===== src/source/axi_perf_defs.svh =====
`ifndef AXI_PERF_DEFS_SVH
`define AXI_PERF_DEFS_SVH

// merged write port
`define AXI_ADDR_WIDTH 20
`define AXI_DATA_WIDTH 16
`define AXI_STRB_WIDTH (`AXI_DATA_WIDTH / 8)
`define AXI_ID_WIDTH 4
`define AXI_SIZE_FULL ($clog2(`AXI_STRB_WIDTH))
`define AXI_BURST_INCR 2'b01

// traffic generators
`define NUM_GEN 2
`define GEN_ID_WIDTH 3
`define SRC_WIDTH (`AXI_ID_WIDTH - `GEN_ID_WIDTH)
`define BEATS_WIDTH 8
`define COUNT_WIDTH 16

`define STAT_WIDTH 32

`endif


===== src/source/axi_perf_pkg.sv =====
package axi_perf_pkg;

`include "axi_perf_defs.svh"

  typedef logic [`AXI_ADDR_WIDTH-1:0] addr_t;
  typedef logic [`AXI_DATA_WIDTH-1:0] data_t;
  typedef logic [`AXI_STRB_WIDTH-1:0] strb_t;
  typedef logic [`AXI_ID_WIDTH-1:0] id_t;
  typedef logic [`GEN_ID_WIDTH-1:0] gen_id_t;

  // burst length minus one, as on awlen
  typedef logic [`BEATS_WIDTH-1:0] beats_t;
  typedef logic [`COUNT_WIDTH-1:0] count_t;
  typedef logic [`STAT_WIDTH-1:0] stat_t;

  typedef enum logic [1:0] {
    PERF_IDLE,
    PERF_RUN,
    PERF_WAIT,
    PERF_REPORT
  } perf_state_e;

  // addr while bursts remain to issue, data until the last wlast
  typedef enum logic [1:0] {
    GEN_IDLE,
    GEN_ADDR,
    GEN_DATA,
    GEN_DRAIN
  } gen_state_e;

endpackage


===== src/source/axi_perf_wr.sv =====
`timescale 1ns/1ps
`include "axi_perf_defs.svh"

module axi_perf_wr (
  input  logic                  clk,
  input  logic                  rst_n,
  input  logic                  start,
  input  axi_perf_pkg::addr_t   base_addr,
  input  axi_perf_pkg::beats_t  burst_len,
  input  axi_perf_pkg::addr_t   burst_stride,
  input  axi_perf_pkg::count_t  burst_num,
  output logic                  busy,
  output logic                  m_axi_awvalid,
  output axi_perf_pkg::addr_t   m_axi_awaddr,
  output axi_perf_pkg::gen_id_t m_axi_awid,
  output axi_perf_pkg::beats_t  m_axi_awlen,
  output logic [2:0]            m_axi_awsize,
  output logic [1:0]            m_axi_awburst,
  input  logic                  m_axi_awready,
  output logic                  m_axi_wvalid,
  output axi_perf_pkg::data_t   m_axi_wdata,
  output axi_perf_pkg::strb_t   m_axi_wstrb,
  output logic                  m_axi_wlast,
  input  logic                  m_axi_wready,
  input  logic                  m_axi_bvalid,
  input  axi_perf_pkg::gen_id_t m_axi_bid,
  input  logic [1:0]            m_axi_bresp,
  output logic                  m_axi_bready
);
  import axi_perf_pkg::*;

  localparam int MAX_OUTSTANDING = 2;
  localparam int NUM_IDS = 1 << `GEN_ID_WIDTH;

  gen_state_e state;
  count_t aw_cnt;
  count_t w_cnt;
  count_t b_cnt;
  count_t aw_cnt_nxt;
  count_t b_cnt_nxt;
  count_t in_flight;
  addr_t w_base;
  addr_t w_addr;
  beats_t w_beat;
  logic [NUM_IDS-1:0] id_pend;
  logic aw_hs;
  logic w_hs;
  logic b_hs;
  logic w_done;

  assign aw_hs = m_axi_awvalid && m_axi_awready;
  assign w_hs = m_axi_wvalid && m_axi_wready;
  assign b_hs = m_axi_bvalid && m_axi_bready;
  assign w_done = w_hs && m_axi_wlast;

  assign aw_cnt_nxt = aw_cnt + count_t'(aw_hs);
  assign b_cnt_nxt = b_cnt + count_t'(b_hs);
  assign in_flight = aw_cnt_nxt - b_cnt_nxt;

  assign busy = state != GEN_IDLE;

  // each burst gets the next id, ids in flight never collide
  assign m_axi_awid = gen_id_t'(aw_cnt);
  assign m_axi_awlen = burst_len;
  assign m_axi_awsize = 3'(`AXI_SIZE_FULL);
  assign m_axi_awburst = `AXI_BURST_INCR;

  // data only for bursts whose address went out
  assign m_axi_wvalid = w_cnt != aw_cnt;
  assign m_axi_wdata = data_t'(w_addr);
  assign m_axi_wstrb = '1;
  assign m_axi_wlast = w_beat == burst_len;

  // accept responses only for ids still open
  assign m_axi_bready = id_pend[m_axi_bid];

  always_ff @(posedge clk) begin
    if (!rst_n) begin
      state <= GEN_IDLE;
      m_axi_awvalid <= 1'b0;
      aw_cnt <= '0;
      w_cnt <= '0;
      b_cnt <= '0;
      id_pend <= '0;
    end else begin
      aw_cnt <= aw_cnt_nxt;
      b_cnt <= b_cnt_nxt;
      if (w_done) begin
        w_cnt <= w_cnt + 1'b1;
      end
      if (b_hs) begin
        id_pend[m_axi_bid] <= 1'b0;
      end
      if (aw_hs) begin
        id_pend[m_axi_awid] <= 1'b1;
      end

      case (state)
        GEN_IDLE: begin
          if (start) begin
            state <= (burst_num != '0) ? GEN_ADDR : GEN_IDLE;
            m_axi_awvalid <= burst_num != '0;
            aw_cnt <= '0;
            w_cnt <= '0;
            b_cnt <= '0;
          end
        end
        GEN_ADDR: begin
          // address phase runs ahead by at most two unanswered bursts
          m_axi_awvalid <= (aw_cnt_nxt != burst_num) && (in_flight < count_t'(MAX_OUTSTANDING));
          if (aw_cnt_nxt == burst_num) begin
            state <= GEN_DATA;
          end
        end
        GEN_DATA: begin
          if (w_done && (w_cnt + 1'b1) == burst_num) begin
            state <= GEN_DRAIN;
          end
        end
        GEN_DRAIN: begin
          // idle once every response is back
          if (b_cnt == burst_num) begin
            state <= GEN_IDLE;
          end
        end
        default: state <= GEN_IDLE;
      endcase
    end
  end

  // burst and beat addresses
  always_ff @(posedge clk) begin
    if (state == GEN_IDLE && start) begin
      m_axi_awaddr <= base_addr;
      w_base <= base_addr;
      w_addr <= base_addr;
      w_beat <= '0;
    end else begin
      if (aw_hs) begin
        m_axi_awaddr <= m_axi_awaddr + burst_stride;
      end
      if (w_hs && m_axi_wlast) begin
        w_base <= w_base + burst_stride;
        w_addr <= w_base + burst_stride;
        w_beat <= '0;
      end else if (w_hs) begin
        w_addr <= w_addr + addr_t'(`AXI_STRB_WIDTH);
        w_beat <= w_beat + 1'b1;
      end
    end
  end

endmodule


===== src/source/axi_wr_arbiter.sv =====
`timescale 1ns/1ps
`include "axi_perf_defs.svh"

module axi_wr_arbiter (
  input  logic                                  clk,
  input  logic                                  rst_n,
  input  logic [`NUM_GEN-1:0]                   s_axi_awvalid,
  input  axi_perf_pkg::addr_t   [`NUM_GEN-1:0]  s_axi_awaddr,
  input  axi_perf_pkg::gen_id_t [`NUM_GEN-1:0]  s_axi_awid,
  input  axi_perf_pkg::beats_t  [`NUM_GEN-1:0]  s_axi_awlen,
  input  logic [`NUM_GEN-1:0][2:0]              s_axi_awsize,
  input  logic [`NUM_GEN-1:0][1:0]              s_axi_awburst,
  output logic [`NUM_GEN-1:0]                   s_axi_awready,
  input  logic [`NUM_GEN-1:0]                   s_axi_wvalid,
  input  axi_perf_pkg::data_t   [`NUM_GEN-1:0]  s_axi_wdata,
  input  axi_perf_pkg::strb_t   [`NUM_GEN-1:0]  s_axi_wstrb,
  input  logic [`NUM_GEN-1:0]                   s_axi_wlast,
  output logic [`NUM_GEN-1:0]                   s_axi_wready,
  output logic [`NUM_GEN-1:0]                   s_axi_bvalid,
  output axi_perf_pkg::gen_id_t [`NUM_GEN-1:0]  s_axi_bid,
  output logic [`NUM_GEN-1:0][1:0]              s_axi_bresp,
  input  logic [`NUM_GEN-1:0]                   s_axi_bready,
  output logic                                  m_axi_awvalid,
  output axi_perf_pkg::addr_t                   m_axi_awaddr,
  output axi_perf_pkg::id_t                     m_axi_awid,
  output axi_perf_pkg::beats_t                  m_axi_awlen,
  output logic [2:0]                            m_axi_awsize,
  output logic [1:0]                            m_axi_awburst,
  input  logic                                  m_axi_awready,
  output logic                                  m_axi_wvalid,
  output axi_perf_pkg::data_t                   m_axi_wdata,
  output axi_perf_pkg::strb_t                   m_axi_wstrb,
  output logic                                  m_axi_wlast,
  input  logic                                  m_axi_wready,
  input  logic                                  m_axi_bvalid,
  input  axi_perf_pkg::id_t                     m_axi_bid,
  input  logic [1:0]                            m_axi_bresp,
  output logic                                  m_axi_bready
);
  import axi_perf_pkg::*;

  localparam int QUEUE_DEPTH = 4;
  localparam int SRC_W = `SRC_WIDTH;

  logic [SRC_W-1:0] aw_src;
  logic [SRC_W-1:0] aw_cand;
  logic [SRC_W-1:0] last_src;
  logic [SRC_W-1:0] lock_src;
  logic [SRC_W-1:0] w_src;
  logic [SRC_W-1:0] b_src;
  logic locked;
  logic aw_hs;
  logic w_done;

  // write order queue, one source index per granted burst
  logic [SRC_W-1:0] order_q[QUEUE_DEPTH];
  logic [1:0] q_wr_ptr;
  logic [1:0] q_rd_ptr;
  logic [2:0] q_count;
  logic q_full;
  logic q_empty;

  // first valid source after the last grant wins
  always_comb begin
    aw_src = last_src;
    aw_cand = last_src;
    for (int k = `NUM_GEN; k >= 1; k--) begin
      aw_cand = last_src + SRC_W'(k);
      if (s_axi_awvalid[aw_cand]) begin
        aw_src = aw_cand;
      end
    end
    // hold the grant while the port waits for awready
    if (locked) begin
      aw_src = lock_src;
    end
  end

  assign q_full = q_count == 3'(QUEUE_DEPTH);
  assign q_empty = q_count == '0;

  assign m_axi_awvalid = s_axi_awvalid[aw_src] && !q_full;
  assign m_axi_awaddr = s_axi_awaddr[aw_src];
  assign m_axi_awid = {aw_src, s_axi_awid[aw_src]};
  assign m_axi_awlen = s_axi_awlen[aw_src];
  assign m_axi_awsize = s_axi_awsize[aw_src];
  assign m_axi_awburst = s_axi_awburst[aw_src];
  assign aw_hs = m_axi_awvalid && m_axi_awready;

  always_comb begin
    s_axi_awready = '0;
    s_axi_awready[aw_src] = m_axi_awready && !q_full;
  end

  // w follows the head of the order queue until wlast
  assign w_src = order_q[q_rd_ptr];
  assign m_axi_wvalid = !q_empty && s_axi_wvalid[w_src];
  assign m_axi_wdata = s_axi_wdata[w_src];
  assign m_axi_wstrb = s_axi_wstrb[w_src];
  assign m_axi_wlast = s_axi_wlast[w_src];
  assign w_done = m_axi_wvalid && m_axi_wready && m_axi_wlast;

  always_comb begin
    s_axi_wready = '0;
    s_axi_wready[w_src] = m_axi_wready && !q_empty;
  end

  // top id bits name the source
  assign b_src = m_axi_bid[`AXI_ID_WIDTH-1 -: SRC_W];
  assign m_axi_bready = s_axi_bready[b_src];
  assign s_axi_bid = {`NUM_GEN{m_axi_bid[`GEN_ID_WIDTH-1:0]}};
  assign s_axi_bresp = {`NUM_GEN{m_axi_bresp}};

  always_comb begin
    s_axi_bvalid = '0;
    s_axi_bvalid[b_src] = m_axi_bvalid;
  end

  always_ff @(posedge clk) begin
    if (!rst_n) begin
      locked <= 1'b0;
      last_src <= '0;
      q_wr_ptr <= '0;
      q_rd_ptr <= '0;
      q_count <= '0;
    end else begin
      locked <= m_axi_awvalid && !m_axi_awready;
      if (aw_hs) begin
        last_src <= aw_src;
        q_wr_ptr <= q_wr_ptr + 1'b1;
      end
      if (w_done) begin
        q_rd_ptr <= q_rd_ptr + 1'b1;
      end
      q_count <= q_count + 3'(aw_hs) - 3'(w_done);
    end
  end

  always_ff @(posedge clk) begin
    if (m_axi_awvalid) begin
      lock_src <= aw_src;
    end
    if (aw_hs) begin
      order_q[q_wr_ptr] <= aw_src;
    end
  end

endmodule


===== src/source/axi_wr_stats.sv =====
`timescale 1ns/1ps
`include "axi_perf_defs.svh"

module axi_wr_stats (
  input  logic                 clk,
  input  logic                 rst_n,
  input  logic                 clear,
  input  logic                 m_axi_awvalid,
  input  logic                 m_axi_awready,
  input  axi_perf_pkg::beats_t m_axi_awlen,
  input  logic                 m_axi_wvalid,
  input  logic                 m_axi_wready,
  input  logic                 m_axi_bvalid,
  input  logic                 m_axi_bready,
  input  logic [1:0]           m_axi_bresp,
  output axi_perf_pkg::stat_t  bursts,
  output axi_perf_pkg::stat_t  beats,
  output axi_perf_pkg::stat_t  bytes,
  output axi_perf_pkg::stat_t  errors,
  output axi_perf_pkg::stat_t  cycles
);
  import axi_perf_pkg::*;

  stat_t pend_bursts;
  stat_t owed_beats;
  stat_t aw_beats;
  logic aw_hs;
  logic w_hs;
  logic b_hs;
  logic active;

  assign aw_hs = m_axi_awvalid && m_axi_awready;
  assign w_hs = m_axi_wvalid && m_axi_wready;
  assign b_hs = m_axi_bvalid && m_axi_bready;
  assign aw_beats = aw_hs ? stat_t'(m_axi_awlen) + 1'b1 : '0;

  // busy while an address waits, data is owed or a response is open
  assign active = m_axi_awvalid || pend_bursts != '0 || owed_beats != '0;

  always_ff @(posedge clk) begin
    if (!rst_n || clear) begin
      bursts <= '0;
      beats <= '0;
      bytes <= '0;
      errors <= '0;
      cycles <= '0;
      pend_bursts <= '0;
      owed_beats <= '0;
    end else begin
      if (aw_hs) begin
        bursts <= bursts + 1'b1;
      end
      if (w_hs) begin
        beats <= beats + 1'b1;
        bytes <= bytes + stat_t'(`AXI_STRB_WIDTH);
      end
      // slverr and decerr alike
      if (b_hs && m_axi_bresp != 2'b00) begin
        errors <= errors + 1'b1;
      end
      if (active) begin
        cycles <= cycles + 1'b1;
      end
      pend_bursts <= pend_bursts + stat_t'(aw_hs) - stat_t'(b_hs);
      owed_beats <= owed_beats + aw_beats - stat_t'(w_hs);
    end
  end

endmodule


===== src/source/axi_perf.sv =====
`timescale 1ns/1ps
`include "axi_perf_defs.svh"

module axi_perf (
  input  logic                 clk,
  input  logic                 rst_n,
  input  logic                 cmd_valid,
  output logic                 cmd_ready,
  input  axi_perf_pkg::addr_t  cmd_base_addr0,
  input  axi_perf_pkg::addr_t  cmd_base_addr1,
  input  axi_perf_pkg::beats_t cmd_len,
  input  axi_perf_pkg::addr_t  cmd_stride,
  input  axi_perf_pkg::count_t cmd_bursts,
  output logic                 res_valid,
  input  logic                 res_ready,
  output axi_perf_pkg::stat_t  res_bursts,
  output axi_perf_pkg::stat_t  res_beats,
  output axi_perf_pkg::stat_t  res_bytes,
  output axi_perf_pkg::stat_t  res_errors,
  output axi_perf_pkg::stat_t  res_cycles,
  output logic                 m_axi_awvalid,
  output axi_perf_pkg::addr_t  m_axi_awaddr,
  output axi_perf_pkg::id_t    m_axi_awid,
  output axi_perf_pkg::beats_t m_axi_awlen,
  output logic [2:0]           m_axi_awsize,
  output logic [1:0]           m_axi_awburst,
  input  logic                 m_axi_awready,
  output logic                 m_axi_wvalid,
  output axi_perf_pkg::data_t  m_axi_wdata,
  output axi_perf_pkg::strb_t  m_axi_wstrb,
  output logic                 m_axi_wlast,
  input  logic                 m_axi_wready,
  input  logic                 m_axi_bvalid,
  input  axi_perf_pkg::id_t    m_axi_bid,
  input  logic [1:0]           m_axi_bresp,
  output logic                 m_axi_bready
);
  import axi_perf_pkg::*;

  perf_state_e state;
  logic accept;
  logic start;
  logic [`NUM_GEN-1:0] gen_busy;

  addr_t [`NUM_GEN-1:0] cfg_base;
  beats_t cfg_len;
  addr_t cfg_stride;
  count_t cfg_bursts;

  // generator side of the arbiter
  logic [`NUM_GEN-1:0] s_axi_awvalid;
  addr_t [`NUM_GEN-1:0] s_axi_awaddr;
  gen_id_t [`NUM_GEN-1:0] s_axi_awid;
  beats_t [`NUM_GEN-1:0] s_axi_awlen;
  logic [`NUM_GEN-1:0][2:0] s_axi_awsize;
  logic [`NUM_GEN-1:0][1:0] s_axi_awburst;
  logic [`NUM_GEN-1:0] s_axi_awready;
  logic [`NUM_GEN-1:0] s_axi_wvalid;
  data_t [`NUM_GEN-1:0] s_axi_wdata;
  strb_t [`NUM_GEN-1:0] s_axi_wstrb;
  logic [`NUM_GEN-1:0] s_axi_wlast;
  logic [`NUM_GEN-1:0] s_axi_wready;
  logic [`NUM_GEN-1:0] s_axi_bvalid;
  gen_id_t [`NUM_GEN-1:0] s_axi_bid;
  logic [`NUM_GEN-1:0][1:0] s_axi_bresp;
  logic [`NUM_GEN-1:0] s_axi_bready;

  assign cmd_ready = state == PERF_IDLE;
  assign accept = cmd_valid && cmd_ready;
  assign start = state == PERF_RUN;
  assign res_valid = state == PERF_REPORT;

  always_ff @(posedge clk) begin
    if (!rst_n) begin
      state <= PERF_IDLE;
    end else begin
      case (state)
        PERF_IDLE: begin
          if (accept) begin
            state <= PERF_RUN;
          end
        end
        PERF_RUN: state <= PERF_WAIT;
        PERF_WAIT: begin
          if (gen_busy == '0) begin
            state <= PERF_REPORT;
          end
        end
        PERF_REPORT: begin
          if (res_ready) begin
            state <= PERF_IDLE;
          end
        end
        default: state <= PERF_IDLE;
      endcase
    end
  end

  // command held for the whole run
  always_ff @(posedge clk) begin
    if (accept) begin
      cfg_base[0] <= cmd_base_addr0;
      cfg_base[1] <= cmd_base_addr1;
      cfg_len <= cmd_len;
      cfg_stride <= cmd_stride;
      cfg_bursts <= cmd_bursts;
    end
  end

  for (genvar i = 0; i < `NUM_GEN; i++) begin : gen_wr
    axi_perf_wr i_wr (
      .clk          (clk),
      .rst_n        (rst_n),
      .start        (start),
      .base_addr    (cfg_base[i]),
      .burst_len    (cfg_len),
      .burst_stride (cfg_stride),
      .burst_num    (cfg_bursts),
      .busy         (gen_busy[i]),
      .m_axi_awvalid(s_axi_awvalid[i]),
      .m_axi_awaddr (s_axi_awaddr[i]),
      .m_axi_awid   (s_axi_awid[i]),
      .m_axi_awlen  (s_axi_awlen[i]),
      .m_axi_awsize (s_axi_awsize[i]),
      .m_axi_awburst(s_axi_awburst[i]),
      .m_axi_awready(s_axi_awready[i]),
      .m_axi_wvalid (s_axi_wvalid[i]),
      .m_axi_wdata  (s_axi_wdata[i]),
      .m_axi_wstrb  (s_axi_wstrb[i]),
      .m_axi_wlast  (s_axi_wlast[i]),
      .m_axi_wready (s_axi_wready[i]),
      .m_axi_bvalid (s_axi_bvalid[i]),
      .m_axi_bid    (s_axi_bid[i]),
      .m_axi_bresp  (s_axi_bresp[i]),
      .m_axi_bready (s_axi_bready[i])
    );
  end

  // port names match on both sides
  axi_wr_arbiter i_arbiter (.*);

  // only watches the merged port
  axi_wr_stats i_stats (
    .clear (accept),
    .bursts(res_bursts),
    .beats (res_beats),
    .bytes (res_bytes),
    .errors(res_errors),
    .cycles(res_cycles),
    .*
  );

endmodule


===== config.mk =====
export PLATFORM = sky130hd
export DESIGN_NAME = axi_perf
export DESIGN_NICKNAME = d
export VERILOG_FILES = /design/src/source/axi_perf_pkg.sv /design/src/source/axi_perf_wr.sv /design/src/source/axi_wr_arbiter.sv /design/src/source/axi_wr_stats.sv /design/src/source/axi_perf.sv
export VERILOG_INCLUDE_DIRS = /design/src /design/src/source
export SDC_FILE = /design/constraint.sdc
export NUM_CORES = 2
export LEC_CHECK = 0
export BUFFER_PORTS_ARGS = -buffer_cell sky130_fd_sc_hd__buf_2
export CAP_MARGIN = 15
export CORE_MARGIN = 1
export CORE_UTILIZATION = 40
export DETAILED_ROUTE_END_ITERATION = 12
export GPL_TIMING_DRIVEN = 0
export SLEW_MARGIN = 10
export SYNTH_ARGS = -nofsm -noshare
export SYNTH_HDL_FRONTEND = slang
export SYNTH_HIERARCHICAL = 1
export SYNTH_SLANG_ARGS = --single-unit

===== constraint.sdc =====
create_clock -name clk -period 17 [get_ports clk]
set_input_delay 3.4 -clock clk [delete_from_list [all_inputs] [get_ports clk]]
set_output_delay 3.4 -clock clk [all_outputs]
set_load 0.1 [all_outputs]

# --- Yosys cells after proc, flatten, opt, wreduce, memory -nomap -nowiden ---
# Memory sizes are Yosys's and may differ from the RTL's. A register that Yosys moved wholly into a read port is not among the register bits.
# Cells that the tools add are included.
classes:
  shift: 0
  reduce_logical: 64
  eq_ne: 33
  multipliers: 0
  bitwise: 8
  div: 0
  n_lt_le_gt_ge: 15
  addsub: 31
  mux: 94
op_table:
  columns: ["operator", "count"]
  rows:
  - ["20-bit 2-to-1 mux", 16]
  - ["16-bit 2-to-1 mux", 16]
  - ["32-bit by 1-bit adder with 32-bit output, second input constant", 4]
  - ["16-bit == test", 6]
  - ["20-bit adder", 4]
  - ["16-bit by 1-bit adder with 16-bit output", 4]
  - ["16-bit inequality test", 4]
  - ["32-bit nonzero test", 2]
  - ["32-bit by 1-bit subtractor with 32-bit output", 2]
  - ["8-bit 2-to-1 mux", 7]
  - ["20-bit by 2-bit adder with 20-bit output, second input constant", 2]
  - ["16-bit by 1-bit adder with 16-bit output, second input constant", 2]
  - ["32-bit by 1-bit adder with 32-bit output", 1]
  - ["32-bit by 2-bit adder with 32-bit output, second input constant", 1]
  - ["32-bit adder", 1]
  - ["16-bit by 2-bit less-than comparator with 1-bit output, second input constant", 2]
  - ["32-bit 2-to-1 mux", 1]
  - ["16-bit subtractor", 2]
  - ["1-bit logical AND", 31]
  - ["2-bit 2-to-1 mux", 14]
  - ["1-bit 2-to-1 mux", 24]
  - ["2-bit one-hot mux with 4 select lines", 3]
  - ["2-bit by 1-bit inequality test with 1-bit output, second input constant", 9]
  - ["2-bit nonzero test", 9]
  - ["34 further kinds", 78]
totals:
  reg_bits: 574
  word_cells: 285
  memories: 1
  rom_bits: 0
  in_bits: 97
  ramBits: 4
  latchBits: 0
mem_list:
  columns: ["name", "words", "width", "rd", "rd_clocked_by_memory_dff", "wr", "line_no", "rtl"]
  rows:
  - ["i_arbiter.order_q", 4, 1, 1, 1, 1, "axi_wr_arbiter.sv:56", "logic [SRC_W-1:0] order_q[QUEUE_DEPTH];"]

# --- Longest topological paths before layout ---
logic_depth:
  depth_word: 16
  depth_mapped: 26
  ltp_nobuf: 24

# --- Modules after synthesis ---
# The synthesis kept the hierarchy.
by_module_without_submodules:
  columns: ["mod", "area_per_inst_um2", "cells_each", "instances"]
  rows:
  - ["axi_wr_stats", 13006.2, 1615, 1]
  - ["axi_perf_wr at gen_wr[1].i_wr", 9390.3, 1081, 1]
  - ["axi_perf_wr at gen_wr[0].i_wr", 8842.2, 1038, 1]
  - ["axi_perf", 2705.1, 104, 1]
  - ["axi_wr_arbiter", 1609.0, 158, 1]

# --- Worst setup path after synthesis ---
# No wires, ideal clock.
synth_timing:
  path_type: "input port to output port"
  startpoint: "input m_axi_bid[1]"
  endpoint: "output m_axi_bready"
  arrival_ps: 4990
  path_stages: 5
  setup_slack_ps: 8610
  path_buffers: 2
  required_time_ps: 13600
  cell_sequence: "buf_4 > clkbuf_1 > mux4_2 > mux2_2 > mux2_2"
synth_between:
  elab_chain_len: 4
  word_cells_on_any_way: 6
  cone_classes: "mux: 6"
synth_rtl:
  columns: ["item", "line_no", "rtl"]
  rows:
  - ["from (decl)", "axi_perf.sv:34", "input axi_perf_pkg::id_t m_axi_bid,"]
  - ["1-bit binary-select mux with 3-bit select", "axi_perf_wr.sv:75", "assign m_axi_bready = id_pend[m_axi_bid];"]
  - ["1-bit 2-to-1 mux (not written as such)", "axi_perf_wr.sv:75", null]
  - ["named net s_axi_bready[1]", "axi_perf.sv:66", "logic [`NUM_GEN-1:0] s_axi_bready;"]
  - ["1-bit 2-to-1 mux (not written as such) (2 in a row)", "axi_wr_arbiter.sv:110", "assign m_axi_bready = s_axi_bready[b_src];"]
  - ["to (decl)", "axi_perf.sv:36", "output logic m_axi_bready"]
# The timed path passes the listed nets, and every way through them passes these cells. The select of a mux whose other input is x is not followed.

# --- Worst setup path in the final report ---
# Ends and elaborated chain as after synthesis.

==> summary.txt <==
Clock tree
  • TritonCTS clock tree: built
  • Clock Tree Root: clkbuf_16
  • Setup Fix Bufs, Post-CTS: 0
  • Hold_buf cts: 0
  • Clock latency on the worst-skew pair: 0.62 ns
  • Clock buffer count from CTS: 71
  • Clk slew on worst S/H paths: 0.05 ns
  • Post-CTS sizing: 0
  • Htree depth: 3
  • Clk sinks: 563
  • CTS Buffer Depth: 3

Route
  • First DRT Iteration DRCs: 2110
  • Vias per inst: 5.372
  • Routed wire length: 106.0 mm
  • DRT antenna net count: 0
  • Number of iterations in the first detailed-routing pass: 8
  • Routed wire per std cell: 18.95 µm
  • Via count: 30048
  • DR DRC count: 0

STA
  • Slew @ Worst Pin: 1.166 ns
  • Min Tclk post-route: 8.720 ns
  • F_max: 114.7 MHz
  • Setup TNS: 0 ns
  • Setup ws final: 8.280 ns
  • Slew Limit Fails: 0
  • Relative slew slack: 21.83%
  • Setup violations, final: 0
  • RSZ-0062 raised after global routing: no
  • Hold Violations, Final: 0
  • Final period utilization: 51.30%
  • Skew final: 0.03250 ns

Power and ir drop
  • Seq pwr share: 27.2%
  • Clock power frac: 21.6%
  • Overall power: 0.007338 W
  • Peak VDD IR: 0.2515 mV
  • Int Pwr: 0.003981 W
  • Leak: 16.78 nW
  • Sw Share: 45.75%
  • Pwr/cell area: 179.0 mW/mm²
  • NetSw: 0.003357 W
  • Combinational power share: 51.2%

Final layout
  • Final instance area: 0.04100 mm²
  • Fraction of layout cells with a size suffix above 1: 14.62%
  • # nets final: 4711
  • Area Growth Syn to Fin: 15.41%
  • Post-layout util: 46.89%
  • Total inserted antenna cells: 0

Global routing
  • Vias in the first global route: 28746
  • Pin count of the biggest net entering global routing: 57
  • Antenna violations before repair: 2
  • Grt ovf: 0
  • Gr usage total: 23.07%
  • First-pass GRT wire length: 164.2 mm

Yosys
  • Mean post-synth cell area: 8.899 µm²
  • Gate count of the mapped netlist: 3992
  • Area of the mapped netlist: 0.03552 mm²
  • Yosys warns: 6

Critical path
  • CP required: 13.60 ns
  • Worst Setup End Kind: output pin
  • Worst reg-to-reg setup slack: 9.40 ns
  • Startpoint Class: input port
  • Crit path DAT: 5.32 ns
  • Crit path max fanout: 7
  • Critical path type: input port to output pin

Floorplan
  • Starting Density: 40.63%
  • Placeable core area: 0.08743 mm²
  • Chip Width: 300.0 µm
  • Die Area: 0.09000 mm²
  • Die Ht: 300.0 µm
  • IO Pins: 318
  • Row cnt: 108

Placement
  • Pre-CTS WS: 8.292 ns
  • Port Buf Inserts: 306
  • Placed cell area: 0.03857 mm²
  • Gpl congestion: 0.9258
  • Hpwl dp: 80.30 mm

Status
  • Status: complete, no violations

Job
  • Max_cap viols: 0

Hold path
  • Type of the worst min-delay path: register to register
[placed cells by master (no fill, tap or decap), types with 14 or more instances in the layout]
cell / instances
buf_4: 49
conb_1: 15
xnor2_1: 232
mux2i_1: 30
clkbuf_16: 75
o221ai_1: 14
mux2_2: 60
nor3_1: 65
a21oi_1: 203
a211oi_1: 18
a31oi_1: 19
nand2b_1: 54
nor2_1: 439
nand3_1: 135
and4_1: 21
o31ai_1: 22
nand2_1: 337
nand4_1: 76
inv_1: 224
dfxtp_1: 370
ha_1: 222
o21ai_0: 213
or3_1: 57
buf_2: 326
clkbuf_1: 104
nor4_1: 35
o21a_1: 20
or2_2: 15
xor2_1: 281
nor2b_1: 50
a21o_1: 35
o211ai_1: 25
and2_1: 39
edfxtp_1: 193
and3_1: 56
[power groups by stage]
stage	Clock, W	Sequential, W	Combinational, W
global placement	0	0.00202	0.00368
finish	0.00159	0.00199	0.00376
CTS	0.00162	0.00199	0.00373
floorplan	0	0.00193	0.00290
detailed placement	0	0.00201	0.00370
global route	0.00167	0.00202	0.00409
[worst paths after layout]
check	from	to	cells after the start
max	m_axi_bid[1]	m_axi_bready	6
min	gen_wr[0].i_wr/id_pend[4]	gen_wr[0].i_wr/id_pend[4]	2
max reg2reg	gen_wr[1].i_wr/m_axi_awvalid	gen_wr[0].i_wr/m_axi_awvalid	25
min reg2reg	gen_wr[0].i_wr/id_pend[4]	gen_wr[0].i_wr/id_pend[4]	2
[stage by stage]
| step | instances | hold WS, ns |
|---|---|---|
| 2_1_floorplan | 4002 | 0.4451 |
| 3_3_place_gp | 5463 | 0.4623 |
| 3_5_place_dp | 5465 | 0.4663 |
| 4_1_cts | 5593 | 0.4780 |
| 5_1_grt | 5593 | 0.4925 |
| 6_report | 5593 | 0.4793 |
[per-layer routing]
layer  global-route usage, %  up-vias  share of wire, %  routed length (µm)
met5                       0        -             0.011                  12
met4                   6.803        2               2.8                2978
met3                   4.617      184               6.6                6946
met2                   38.43      893                47               49440
met1                   30.06    14245                44               46620
li1                        -    14724                 -                   -
[critical path, cell delays in order]
cell and delay, ns:
buf_4 0.07, clkbuf_1 0.30, mux4_2 0.54, mux2_2 0.30, mux2_2 0.37, buf_2 0.32
[flip-flops by register name, indices dropped and copies added (netlist names), 4 cells and up, named ones only]
register	flops
gen_wr.i_wr/id_pend	16
gen_wr.i_wr/b_cnt	32
gen_wr.i_wr/w_cnt	32
gen_wr.i_wr/aw_cnt	32
i_stats/errors	32
gen_wr.i_wr/w_beat	16
i_stats/pend_bursts	32
gen_wr.i_wr/state	4
cfg_len	8
i_stats/owed_beats	32
gen_wr.i_wr/m_axi_awaddr	40
i_stats/cycles	32
i_stats/beats	32
gen_wr.i_wr/w_addr	32
i_stats/bytes	31
cfg_bursts	16
i_stats/bursts	32
cfg_base	40
i_arbiter/order_q	4
cfg_stride	20
gen_wr.i_wr/w_base	32
[layout make-up]
class | count | area [µm²]
buffer | 170 | 887.1
tap | 1155 | 1445
clock inverter | 35 | 429.2
inverter | 226 | 848.3
fill | 8515 | 46430
multi-input combinational | 3043 | 20630
sequential | 563 | 13200
clock buffer | 93 | 1994
timing repair buffer | 308 | 1564
Note: power is estimated with default switching activity, not from simulation.
